**config.mk**
```make
export PLATFORM = sky130hd
export DESIGN_NAME = core_top
export DESIGN_NICKNAME = d
export VERILOG_FILES = /design/src/verilog/rv_core_pkg.sv /design/src/verilog/core_top.sv /design/src/verilog/execute_stage.sv /design/src/verilog/reg_file.sv /design/src/verilog/instr_queue.sv /design/src/verilog/fetch_stage.sv
export VERILOG_INCLUDE_DIRS = /design/src /design/src/verilog
export SDC_FILE = /design/constraint.sdc
export NUM_CORES = 2
export LEC_CHECK = 0
export ABC_AREA = 0
export BUFFER_PORTS_ARGS = -buffer_cell sky130_fd_sc_hd__buf_2
export CAP_MARGIN = 20
export CORE_UTILIZATION = 29
export CTS_CLUSTER_DIAMETER = 200
export DETAILED_ROUTE_END_ITERATION = 12
export GPL_TIMING_DRIVEN = 1
export SLEW_MARGIN = 20
export SYNTH_ARGS = -nofsm -noshare
export SYNTH_HDL_FRONTEND = slang
export SYNTH_SLANG_ARGS = --single-unit
```
**constraint.sdc**
```tcl
create_clock -name CLK -period 17.4 [get_ports CLK]
set_input_delay 0.87 -clock CLK [delete_from_list [all_inputs] [get_ports CLK]]
set_output_delay 0.87 -clock CLK [all_outputs]
set_load 0.1 [all_outputs]
```
**src/verilog/rv_core_config.svh**
```systemverilog
/*
 * rv core configuration
 * reset vector, instruction queue depth and datapath width
 */

`ifndef RV_CORE_CONFIG_SVH
`define RV_CORE_CONFIG_SVH

// first fetch address after reset
`define RV_RESET_PC 32'h0000_0000

// queue entries, power of two and at least 2
`define RV_QUEUE_DEPTH 4

// data and address width
`define RV_XLEN 32

`endif
```
**src/verilog/rv_core_pkg.sv**
```systemverilog
/*
 * rv core shared types
 * data word, RV32I opcodes of the supported subset, load/store sizes
 * and the fetch packet carried by the instruction queue
 */

package rv_core_pkg;

    typedef logic [31:0] word_t;

    // major opcodes, instr[6:0]
    typedef enum logic [6:0] {
        OP_ALU    = 7'b0110011,
        OP_ALUI   = 7'b0010011,
        OP_LUI    = 7'b0110111,
        OP_LOAD   = 7'b0000011,
        OP_STORE  = 7'b0100011,
        OP_SYSTEM = 7'b1110011
    } opcode_t;

    // funct3 of loads, stores use LB, LH and LW
    typedef enum logic [2:0] {
        LB  = 3'b000,
        LH  = 3'b001,
        LW  = 3'b010,
        LBU = 3'b100,
        LHU = 3'b101
    } access_t;

    // one fetched instruction and its address
    typedef struct packed {
        word_t pc;
        word_t instr;
    } fetch_pkt_t;

endpackage

```
**src/verilog/core_top.sv**
```systemverilog
/*
 * rv core top level
 * fetch stage, instruction queue and execute stage on two
 * Wishbone classic master ports
 */

`timescale 1ns/10ps

`include "rv_core_config.svh"

module core_top (
    input  logic                  CLK,
    input  logic                  nRST,
    output logic                  ibus_cyc,
    output logic                  ibus_stb,
    output rv_core_pkg::word_t    ibus_adr,
    input  rv_core_pkg::word_t    ibus_rdata,
    input  logic                  ibus_ack,
    output logic                  dbus_cyc,
    output logic                  dbus_stb,
    output logic                  dbus_we,
    output rv_core_pkg::word_t    dbus_adr,
    output logic [`RV_XLEN/8-1:0] dbus_sel,
    output rv_core_pkg::word_t    dbus_wdata,
    input  rv_core_pkg::word_t    dbus_rdata,
    input  logic                  dbus_ack,
    output logic                  halted,
    output logic                  fault
);

    logic                    push_valid;
    logic                    push_ready;
    rv_core_pkg::fetch_pkt_t push_pkt;
    logic                    pop_valid;
    logic                    pop_ready;
    rv_core_pkg::fetch_pkt_t pop_pkt;

    fetch_stage fetch_stage_i (
        .CLK        (CLK),
        .nRST       (nRST),
        .ibus_cyc   (ibus_cyc),
        .ibus_stb   (ibus_stb),
        .ibus_adr   (ibus_adr),
        .ibus_rdata (ibus_rdata),
        .ibus_ack   (ibus_ack),
        .push_valid (push_valid),
        .push_pkt   (push_pkt),
        .push_ready (push_ready)
    );

    instr_queue #(
        .payload_t (rv_core_pkg::fetch_pkt_t),
        .DEPTH     (`RV_QUEUE_DEPTH)
    ) instr_queue_i (
        .CLK        (CLK),
        .nRST       (nRST),
        .push_valid (push_valid),
        .push_pkt   (push_pkt),
        .push_ready (push_ready),
        .pop_valid  (pop_valid),
        .pop_pkt    (pop_pkt),
        .pop_ready  (pop_ready)
    );

    execute_stage execute_stage_i (
        .CLK        (CLK),
        .nRST       (nRST),
        .pop_valid  (pop_valid),
        .pop_pkt    (pop_pkt),
        .pop_ready  (pop_ready),
        .dbus_cyc   (dbus_cyc),
        .dbus_stb   (dbus_stb),
        .dbus_we    (dbus_we),
        .dbus_adr   (dbus_adr),
        .dbus_sel   (dbus_sel),
        .dbus_wdata (dbus_wdata),
        .dbus_rdata (dbus_rdata),
        .dbus_ack   (dbus_ack),
        .halted     (halted),
        .fault      (fault)
    );

endmodule

```
**src/verilog/execute_stage.sv**
```systemverilog
/*
 * execute stage
 * decodes the queue head, runs the ALU and the register file, and does
 * loads and stores as a Wishbone classic data master. EBREAK, unknown
 * opcodes and misaligned accesses stop the core.
 */

`timescale 1ns/10ps

`include "rv_core_config.svh"

module execute_stage (
    input  logic                      CLK,
    input  logic                      nRST,
    input  logic                      pop_valid,
    input  rv_core_pkg::fetch_pkt_t   pop_pkt,
    output logic                      pop_ready,
    output logic                      dbus_cyc,
    output logic                      dbus_stb,
    output logic                      dbus_we,
    output rv_core_pkg::word_t        dbus_adr,
    output logic [`RV_XLEN/8-1:0]     dbus_sel,
    output rv_core_pkg::word_t        dbus_wdata,
    input  rv_core_pkg::word_t        dbus_rdata,
    input  logic                      dbus_ack,
    output logic                      halted,
    output logic                      fault
);

    rv_core_pkg::word_t   instr;
    rv_core_pkg::opcode_t opcode;
    rv_core_pkg::access_t access;
    logic [2:0]           funct3;
    logic [4:0]           rd;
    logic [4:0]           rs1;
    logic [4:0]           rs2;
    rv_core_pkg::word_t   imm_i;
    rv_core_pkg::word_t   imm_s;
    rv_core_pkg::word_t   imm_u;
    rv_core_pkg::word_t   rs1_data;
    rv_core_pkg::word_t   rs2_data;

    logic is_alu, is_alui, is_lui, is_load, is_store, is_stop;
    logic alu_ok, acc_ok, mem_op, stop_op, misaligned, go, halt_now, ack_gap;
    logic wr_en;

    rv_core_pkg::word_t alu_b;
    rv_core_pkg::word_t alu_res;
    rv_core_pkg::word_t mem_addr;
    rv_core_pkg::word_t load_lane;
    rv_core_pkg::word_t load_val;
    rv_core_pkg::word_t wr_data;

    assign instr  = pop_pkt.instr;
    assign opcode = rv_core_pkg::opcode_t'(instr[6:0]);
    assign funct3 = instr[14:12];
    assign access = rv_core_pkg::access_t'(funct3);
    assign rd     = instr[11:7];
    assign rs1    = instr[19:15];
    assign rs2    = instr[24:20];
    assign imm_i  = {{20{instr[31]}}, instr[31:20]};
    assign imm_s  = {{20{instr[31]}}, instr[31:25], instr[11:7]};
    assign imm_u  = {instr[31:12], 12'h000};

    reg_file reg_file_i (
        .CLK      (CLK),
        .nRST     (nRST),
        .rs1_addr (rs1),
        .rs2_addr (rs2),
        .rs1_data (rs1_data),
        .rs2_data (rs2_data),
        .wr_en    (wr_en),
        .wr_addr  (rd),
        .wr_data  (wr_data)
    );

    // OP_SYSTEM and any unknown opcode halt the core
    always_comb begin
        is_alu   = 1'b0;
        is_alui  = 1'b0;
        is_lui   = 1'b0;
        is_load  = 1'b0;
        is_store = 1'b0;
        is_stop  = 1'b0;
        case (opcode)
            rv_core_pkg::OP_ALU:   is_alu   = 1'b1;
            rv_core_pkg::OP_ALUI:  is_alui  = 1'b1;
            rv_core_pkg::OP_LUI:   is_lui   = 1'b1;
            rv_core_pkg::OP_LOAD:  is_load  = 1'b1;
            rv_core_pkg::OP_STORE: is_store = 1'b1;
            default:               is_stop  = 1'b1;
        endcase
    end

    // unsupported ALU functions retire without a write
    assign alu_ok = (is_alu && (funct3 inside {3'b000, 3'b100, 3'b110, 3'b111}))
                  || (is_alui && (funct3 == 3'b000));

    assign acc_ok = is_load ? (funct3 inside {3'b000, 3'b001, 3'b010, 3'b100, 3'b101})
                            : (funct3 inside {3'b000, 3'b001, 3'b010});
    assign mem_op  = (is_load || is_store) && acc_ok;
    assign stop_op = is_stop || ((is_load || is_store) && !acc_ok);

    assign alu_b = is_alu ? rs2_data : imm_i;

    always_comb begin
        case (funct3)
            3'b100:  alu_res = rs1_data ^ alu_b;
            3'b110:  alu_res = rs1_data | alu_b;
            3'b111:  alu_res = rs1_data & alu_b;
            default: alu_res = (is_alu && instr[30]) ? rs1_data - alu_b : rs1_data + alu_b;
        endcase
    end

    assign mem_addr = rs1_data + (is_store ? imm_s : imm_i);

    // loads and stores share the funct3 size encoding
    always_comb begin
        case (access)
            rv_core_pkg::LB, rv_core_pkg::LBU: dbus_sel = 4'b0001 << mem_addr[1:0];
            rv_core_pkg::LH, rv_core_pkg::LHU: dbus_sel = mem_addr[1] ? 4'b1100 : 4'b0011;
            rv_core_pkg::LW:                   dbus_sel = 4'b1111;
            default:                           dbus_sel = 4'b0000;
        endcase
    end

    always_comb begin
        case (access)
            rv_core_pkg::LB: dbus_wdata = {4{rs2_data[7:0]}};
            rv_core_pkg::LH: dbus_wdata = {2{rs2_data[15:0]}};
            default:         dbus_wdata = rs2_data;
        endcase
    end

    always_comb begin
        case (access)
            rv_core_pkg::LH, rv_core_pkg::LHU: misaligned = mem_addr[0];
            rv_core_pkg::LW:                   misaligned = (mem_addr[1:0] != 2'b00);
            default:                           misaligned = 1'b0;
        endcase
    end

    // little-endian lane shifted down to bit 0, then extended
    assign load_lane = dbus_rdata >> {mem_addr[1:0], 3'b000};

    always_comb begin
        case (access)
            rv_core_pkg::LB:  load_val = {{24{load_lane[7]}}, load_lane[7:0]};
            rv_core_pkg::LBU: load_val = {24'h000000, load_lane[7:0]};
            rv_core_pkg::LH:  load_val = {{16{load_lane[15]}}, load_lane[15:0]};
            rv_core_pkg::LHU: load_val = {16'h0000, load_lane[15:0]};
            default:          load_val = dbus_rdata;
        endcase
    end

    assign go       = pop_valid && !halted;
    assign halt_now = go && (stop_op || (mem_op && misaligned));

    // ack_gap keeps cyc low for one cycle after each ack
    assign dbus_cyc = go && mem_op && !misaligned && !ack_gap;
    assign dbus_stb = dbus_cyc;
    assign dbus_we  = dbus_cyc && is_store;
    assign dbus_adr = mem_addr;

    assign pop_ready = go && ((dbus_cyc && dbus_ack) || (!mem_op && !stop_op));

    assign wr_en   = pop_ready && (alu_ok || is_lui || is_load);
    assign wr_data = is_load ? load_val : (is_lui ? imm_u : alu_res);

    always_ff @(posedge CLK, negedge nRST) begin
        if (!nRST) begin
            halted  <= 1'b0;
            fault   <= 1'b0;
            ack_gap <= 1'b0;
        end else begin
            ack_gap <= dbus_cyc && dbus_ack;
            if (halt_now) begin
                halted <= 1'b1;
                fault  <= mem_op && misaligned;
            end
        end
    end

    a_sel_nonzero: assert property (
        @(posedge CLK) disable iff (!nRST) dbus_stb |-> (dbus_sel != '0)
    );

    // the instruction that stops the core stays at the head
    a_no_pop_halted: assert property (
        @(posedge CLK) disable iff (!nRST) halt_now |-> !pop_ready
    );

endmodule

```
**src/verilog/reg_file.sv**
```systemverilog
/*
 * integer register file
 * 32 x 32, two combinational read ports, one write port, x0 reads zero
 */

`timescale 1ns/10ps

module reg_file (
    input  logic               CLK,
    input  logic               nRST,
    input  logic [4:0]         rs1_addr,
    input  logic [4:0]         rs2_addr,
    output rv_core_pkg::word_t rs1_data,
    output rv_core_pkg::word_t rs2_data,
    input  logic               wr_en,
    input  logic [4:0]         wr_addr,
    input  rv_core_pkg::word_t wr_data
);

    // x1..x31, x0 has no storage
    rv_core_pkg::word_t regs [1:31];

    always_ff @(posedge CLK, negedge nRST) begin
        if (!nRST) begin
            for (int i = 1; i < 32; i++) begin
                regs[i] <= '0;
            end
        end else if (wr_en && (wr_addr != 5'd0)) begin
            regs[wr_addr] <= wr_data;
        end
    end

    assign rs1_data = (rs1_addr == 5'd0) ? '0 : regs[rs1_addr];
    assign rs2_data = (rs2_addr == 5'd0) ? '0 : regs[rs2_addr];

endmodule

```
**src/verilog/instr_queue.sv**
```systemverilog
/*
 * instruction queue
 * synchronous FIFO with a valid/ready handshake on both sides,
 * head entry shown combinationally on pop_pkt
 */

`timescale 1ns/10ps

`include "rv_core_config.svh"

module instr_queue #(
    parameter type         payload_t = rv_core_pkg::fetch_pkt_t,
    parameter int unsigned DEPTH     = `RV_QUEUE_DEPTH
) (
    input  logic     CLK,
    input  logic     nRST,
    input  logic     push_valid,
    input  payload_t push_pkt,
    output logic     push_ready,
    output logic     pop_valid,
    output payload_t pop_pkt,
    input  logic     pop_ready
);

    localparam int unsigned AW = $clog2(DEPTH);

    payload_t      mem [DEPTH];
    logic [AW:0]   wr_ptr;
    logic [AW:0]   rd_ptr;
    logic          full;
    logic          empty;
    logic          do_push;
    logic          do_pop;

    // extra pointer bit tells full from empty
    assign empty = (wr_ptr == rd_ptr);
    assign full  = (wr_ptr[AW] != rd_ptr[AW]) && (wr_ptr[AW-1:0] == rd_ptr[AW-1:0]);

    assign push_ready = !full;
    assign pop_valid  = !empty;
    assign pop_pkt    = mem[rd_ptr[AW-1:0]];

    assign do_push = push_valid && push_ready;
    assign do_pop  = pop_valid && pop_ready;

    always_ff @(posedge CLK) begin
        if (do_push) begin
            mem[wr_ptr[AW-1:0]] <= push_pkt;
        end
    end

    always_ff @(posedge CLK, negedge nRST) begin
        if (!nRST) begin
            wr_ptr <= '0;
            rd_ptr <= '0;
        end else begin
            if (do_push) begin
                wr_ptr <= wr_ptr + 1'b1;
            end
            if (do_pop) begin
                rd_ptr <= rd_ptr + 1'b1;
            end
        end
    end

    // fetch has no retry, an offer into a full queue would lose an instruction
    a_no_push_full: assert property (
        @(posedge CLK) disable iff (!nRST) push_valid |-> !full
    );

    // execute only takes the head once it is there
    a_no_pop_empty: assert property (
        @(posedge CLK) disable iff (!nRST) pop_ready |-> !empty
    );

endmodule

```
**src/verilog/fetch_stage.sv**
```systemverilog
/*
 * fetch stage
 * Wishbone classic instruction master, reads one word per transfer
 * and pushes the pc/instruction pair into the instruction queue
 */

`timescale 1ns/10ps

`include "rv_core_config.svh"

module fetch_stage (
    input  logic                    CLK,
    input  logic                    nRST,
    output logic                    ibus_cyc,
    output logic                    ibus_stb,
    output rv_core_pkg::word_t      ibus_adr,
    input  rv_core_pkg::word_t      ibus_rdata,
    input  logic                    ibus_ack,
    output logic                    push_valid,
    output rv_core_pkg::fetch_pkt_t push_pkt,
    input  logic                    push_ready
);

    localparam int unsigned INSTR_BYTES = `RV_XLEN / 8;

    rv_core_pkg::word_t pc;
    logic               busy;

    // pc only counts up, no redirects in this core
    always_ff @(posedge CLK, negedge nRST) begin
        if (!nRST) begin
            pc   <= `RV_RESET_PC;
            busy <= 1'b0;
        end else if (busy) begin
            if (ibus_ack) begin
                pc   <= pc + INSTR_BYTES;
                busy <= 1'b0;
            end
        end else if (push_ready) begin
            // idle for a cycle after each ack, then start if the queue has room
            busy <= 1'b1;
        end
    end

    assign ibus_cyc = busy;
    assign ibus_stb = busy;
    assign ibus_adr = pc;

    // queue cannot fill during a transfer, so the ack edge is also the push edge
    assign push_valid     = busy && ibus_ack;
    assign push_pkt.pc    = pc;
    assign push_pkt.instr = ibus_rdata;

    // address held until the slave acks
    a_adr_stable: assert property (
        @(posedge CLK) disable iff (!nRST)
        (ibus_stb && !ibus_ack) |=> (ibus_stb && $stable(ibus_adr))
    );

endmodule

```
# Word level (Yosys, flattened, before mapping)
# Memory sizes are Yosys's and may differ from the RTL's.
# Index checks and enable logic that the tools add are counted.
# Widths: inputs -> output; s select.
# classes
n_addsub	6
multipliers	0
div_mod_pow	0
order_cmp	4
eq_ne	14
n_shift	2
n_mux	34
bitwise_logic	6
n_reduce_logical	49
# op_table
cell	n
$bwmux 992	1
$mux 32	11
$bmux 32 s5	2
$demux 32 s5	1
$pmux 32 s4	1
$pmux 32 s3	1
$add 32x32->32	2
$pmux 32 s2	1
$add 32x3->32 const B	1
$and 32x32->32	1
$or 32x32->32	1
$shr 32x5->16	1
$sub 32x32->32	1
$xor 32x32->32	1
$logic_and 1x1->1	22
$eq 7x6->1 const B	3
$ge 6x6->1 const B	3
$not 5->6	3
$eq 3x3->1 const B	4
$mux 1	12
$pmux 4 s3	1
$logic_not 5->1	2
$reduce_bool 5->1	2
$logic_not 1->1	8
other kinds (21)	29
# word_totals
ff_bits	1034
latch_bits	0
ram_bits	256
romBits	0
input_bits	68
out_inout_bits	107
wordCells	154
n_memories	1
# memory_table
memory	depth	width	rd	rd_clocked_by_memory_dff	write_ports	line	rtl
instr_queue_i.mem	4	64	1	0	1	instr_queue.sv:27	payload_t mem [DEPTH];

# Longest topological paths before layout
# An unclocked memory read counts as a cell.
# depth
word_depth	17
ltp_mapped	35
ltp_nobuf	27

# Cells and area by module
# From an unflattened synthesis, not the netlist that was laid out.
# hier_totals
cells_unflattened	5578
hier_area_um2	73392.9
# by_module_without_submodules
module	n_inst	cells_per_inst	area_per_inst_um2	seq_area_each_um2
reg_file	1	3778	53550.1	24823.8
instr_queue	1	383	9748.1	7837.5
execute_stage	1	1229	8175.3	75.1
fetch_stage	1	188	1919.3	775.7

# Worst setup path after synthesis
# OpenSTA, ideal clock, no wires.
# synth_timing
path_kind	reg2reg
start	reg instr_queue_i.rd_ptr[0]
end	reg execute_stage_i.reg_file_i.regs[413] (netlist name)
setup_ns	0.135
arrival_ns	9.537
required_ns	17.265
path_slack_ns	7.728
stages_incl_launch_ff	29
n_path_buf	5
synth_period_minus_slack_ns	9.672
path_cell_list	dfrtp_1 -> buf_6 -> mux4_2 -> buf_4 -> buf_6 -> buf_6 -> mux2i_1 -> mux2i_1 -> o22ai_1 -> nor4_1 -> mux2i_1 -> nand4_1 -> o21ai_0 -> xnor2_1 -> ha_1 -> o21a_1 -> o21ai_0 -> a21oi_1 -> o21ai_0 -> o41ai_1 -> nand3_1 -> o31a_1 -> o2111ai_1 -> a21o_1 -> a21oi_1 -> xnor2_1 -> a221oi_1 -> clkbuf_1 -> o31ai_1
# synth_via
elab_chain_cells	17
word_cells_on_any_way	87
cone_classes	3 x add/sub; 2 x order compare; 12 x eq/ne; 1 x shift; 26 x mux; 6 x bitwise; 36 x reduce/logical; 1 x memory
# synth_lines
element	line	rtl
from (decl)	instr_queue.sv:29	logic [AW:0] rd_ptr;
from (signal assigned)	instr_queue.sv:61	rd_ptr <= rd_ptr + 1'b1;
branches (longest 17 deep; another with $mem_v2 4x64)	--	
to (signal, indexed assignment)	reg_file.sv:29	regs[wr_addr] <= wr_data;
to (decl)	reg_file.sv:21	rv_core_pkg::word_t regs [1:31];
# Several ways; the timed one is not identified. The select of a mux whose other input is x is not followed.
# A chain may end at the register's enable or synchronous reset.

# Final worst setup path
# layout_timing
start	reg instr_queue_i.rd_ptr[0]
end	out dbus_adr[31]
# layout_via
elab_chain_cells	7
word_cells_on_any_way	11
cone_classes	1 x add/sub; 1 x eq/ne; 6 x mux; 1 x bitwise; 1 x reduce/logical; 1 x memory
# layout_lines
element	line	rtl
$mem_v2 4x64 (*)	--	
$not 5->6 (not written as such)	reg_file.sv:33	assign rs1_data = (rs1_addr == 5'd0) ? '0 : regs[rs1_addr];
$bmux 32 s5	reg_file.sv:33	
$mux 32 (not written as such) (2 in series)	reg_file.sv:33	
$mux 32	reg_file.sv:33	
$add 32x32->32 (*)	execute_stage.sv:115	assign mem_addr = rs1_data + (is_store ? imm_s : imm_i);
to (decl)	core_top.sv:22	output rv_core_pkg::word_t dbus_adr,
# Every way passes the cells marked *; elsewhere a longest branch is shown, timed or not. The select of a mux whose other input is x is not followed.

==> results.toml <==
[logic_synthesis]
synth-edff-count = 128
yosysSeqAreaShare_pct = 44.7
synth_cell_types = 77
synthDominantCellAreaShare_pct = 38.9
synthTopCellsByArea = "dfrtp_1 39%, mux4_2 9.5%, o21ai_0 8.2%"
netlist_instances = 6863
async_reset_ff_share_pct = 89.0
synth_ff_type = "dfrtp_1"
ys_ff_latch = 1160
yosysWarningCount = 0
synthesis.area_um2 = 66300
yosysTopAreaCell = "dfrtp_1"
syn_area_per_cell_um2 = 9.67

[clock_tree]
cts_tree = "done"
clockBufferDepth = 3
cts_hold_repair.buffers = 0
post_cts_buffers = 0
clk_pin_slew_ns = 0.06
cts.sinks = 1160
cts_buffers = 120
ctsHtreeMaxLevel = 3
post_cts_resized = 0
clockRootBuffer = "clkbuf_16"
clock_latency_ns = 0.81

[sta]
finalCritPeriodShare_pct = 61.2
setup_viol = 0
timing.fmax_ghz = 0.0939
relSlewSlack_pct = 18.0
final-hold-violation-count = 0
setup_tns_ns = 0
min_period_ns = 10.65
slew_viol_final = 0
whs_ns = 0.135
fin_skew_ns = 0.0655
rsz0062_at_grt = "no"
worst_pin_slew_ns = 1.23

[floorplan]
dieWidth_um = 480
rows = 175
ios = 175
core_um2 = 227000
die_area_um2 = 231000
initial_core_util_pct = 29.2
dieHeight_um = 480

[critical_path]
cpPeakStageDelay_ns = 0.83
end_kind = "primary output"
path_buf_inv = 5
cpLargestDelayFamily = "compound AO/OA/AOI/OAI gates"
r2r_start = "instr_queue_i.rd_ptr[0]"
crit_type = "flip-flop to primary output"
arrival_ns = 9.78
worstPathRequired_ns = 16.53
crit_slowest_cell = "buf_4"
start_kind = "flip-flop"
rr_endpoint = "execute_stage_i.reg_file_i.regs[633]"
cp_cell_sequence = "buf_4, o21a_4, buf_4, buf_4, mux4_2, mux2i_1, a21oi_1, a32oi_1, inv_1, ha_1, a21o_1, a21oi_1, o21ai_0, a21oi_1, o21bai_1, a21oi_1, a41oi_1, o22a_1, a211o_1, o22ai_1, o311ai_0, a21oi_1, xnor2_1, buf_2"
ff2ff_path_depth = 27
ff2ff_setup_slack_ns = 6.84
cpMostUsedCell = "a21oi_1"
cp_max_fo = 48

[placement]
globalplace.congestion = 0.979
hpwl_um = 169000
io_buffers = 172

[global_route]
antenna_found_initial = 29
overflow = 0
grt_max_degree = 173
grt_usage_pct = 23.4
grt_pass1_wl_um = 398000
first_global_vias = 55800

[outcome]
status = "completed"

[finish]
final_util_pct = 32.8
drive_gt1_share_pct = 14.1
fin_nets = 6923
area_growth_pct = 12.4

[drt]
ant_nets = 0
vias_per_cell = 5.89
wire_per_inst_um = 28.1
vias = 58000
first_pass_iters = 6
route.detailed.drc = 0
wl_um = 277000
drt_iter0_markers = 7672

[flow_run]
max-cap-violations = 0

[power]
peakVddDrop_mv = 0.135
finalPower_uw = 8470
p_per_area_nw_per_um2 = 114
p_leak_uw = 0.0314

[hold_path]
min_path_type = "primary input to asynchronous set/reset pin"
-- synthesized netlist by cell type (37+ instances only) --
| library cell | number |
|---|---|
| a211oi_1 | 114 |
| a21oi_1 | 293 |
| a22oi_1 | 39 |
| a311oi_1 | 37 |
| a31oi_1 | 47 |
| a32oi_1 | 52 |
| and2_1 | 49 |
| buf_1 | 51 |
| buf_2 | 59 |
| clkbuf_1 | 469 |
| dfrtp_1 | 1032 |
| edfxtp_1 | 128 |
| ha_1 | 132 |
| inv_1 | 109 |
| mux2i_1 | 452 |
| mux4_2 | 279 |
| nand2_1 | 1412 |
| nand3_1 | 92 |
| nor2_1 | 221 |
| nor2b_1 | 74 |
| o21ai_0 | 1087 |
| o31ai_1 | 47 |
| xnor2_1 | 92 |
-- layout make-up --
class / instances / area (um^2)
fillers: 23100 / 153000
multi-input cells: 4980 / 34100
flip-flops and latches: 1160 / 29700
well taps: 3009 / 3760
clock buffers: 172 / 3520
repair buffers: 348 / 2340
clock inverters: 53 / 644
inverters: 111 / 417
diodes: 21 / 52.6
-- cells by family (layout without fill, tap and decap cells) --
kind of cell	after synthesis	in the layout	synth area share [%]
compound gates	1965	1965	17.2
xor+xnor	121	121	1.61
fa+ha+maj	134	134	2.55
buf+inv	724	684	4.50
flops	1160	1160	44.7
mux	766	766	16.9
other cells	1	23	0.00565
simple gates	1992	1992	12.5
-- per-stage QoR --
stage | instance area [um^2] | setup slack [ns] | cells
5_1_grt | 74500 | 6.23 | 9836
4_1_cts | 74500 | 6.80 | 9833
6_report | 74500 | 6.75 | 9854
2_1_floorplan | 66300 | 7.73 | 6864
3_5_place_dp | 70300 | 7.21 | 9608
3_3_place_gp | 70300 | 7.18 | 9607
-- report_power, final --
| part | switching (uW) | total, uW | internal [uW] |
|---|---|---|---|
| clock | 1190 | 2750 | 1560 |
| combinational | 2260 | 2900 | 636 |
| sequential | 23.9 | 2820 | 2800 |
| total | 3480 | 8470 | 4990 |
-- cells in the final DEF, fill, tap and decap left out, types with 52 or more instances in the layout --
| master | synthesis | routed |
|---|---|---|
| ha_1 | 132 | 132 |
| o21ai_0 | 1087 | 1082 |
| a211oi_1 | 114 | 114 |
| mux2i_1 | 452 | 451 |
| buf_2 | 59 | 171 |
| a32oi_1 | 52 | 52 |
| inv_1 | 109 | 109 |
| edfxtp_1 | 128 | 128 |
| mux4_2 | 279 | 272 |
| a21oi_1 | 293 | 279 |
| clkbuf_16 | 0 | 121 |
| nor2_1 | 221 | 215 |
| nand3_1 | 92 | 92 |
| dfrtp_1 | 1032 | 1030 |
| nor2b_1 | 74 | 72 |
| buf_4 | 17 | 163 |
| nand2_1 | 1412 | 1374 |
| xnor2_1 | 92 | 92 |
-- registers in the layout, summed over array words and instances (netlist names) --
| name | cells |
|---|---|
| instr_queue_i.wr_ptr | 3 |
| execute_stage_i.reg_file_i.regs | 992 |
| instr_queue_i.mem | 128 |
| execute_stage_i.halted | 1 |
| execute_stage_i.ack_gap | 1 |
| fetch_stage_i.ibus_adr | 30 |
| fetch_stage_i.ibus_cyc | 1 |
| execute_stage_i.fault | 1 |
| instr_queue_i.rd_ptr | 3 |
-- worst max path at each step --
stage,startpoint,to,slack (ns),cells past startpoint
2_1_floorplan,instr_queue_i.rd_ptr[0],execute_stage_i.reg_file_i.regs[413],7.73,28
3_3_place_gp,instr_queue_i.rd_ptr[0],execute_stage_i.reg_file_i.regs[90],7.18,26
3_5_place_dp,instr_queue_i.rd_ptr[0],execute_stage_i.reg_file_i.regs[314],7.21,26
4_1_cts,instr_queue_i.rd_ptr[0],dbus_adr[31],6.80,24
5_1_grt,instr_queue_i.rd_ptr[0],dbus_adr[31],6.23,24
6_report,instr_queue_i.rd_ptr[0],dbus_adr[31],6.75,24
-- per-layer routing --
layer  track usage (%)  wire length [um]
met4              13.5             18000
met3              7.78             34400
met5                 0               127
met2              33.6            117000
met1              30.7            107000
(Power assumes the default switching activity.)
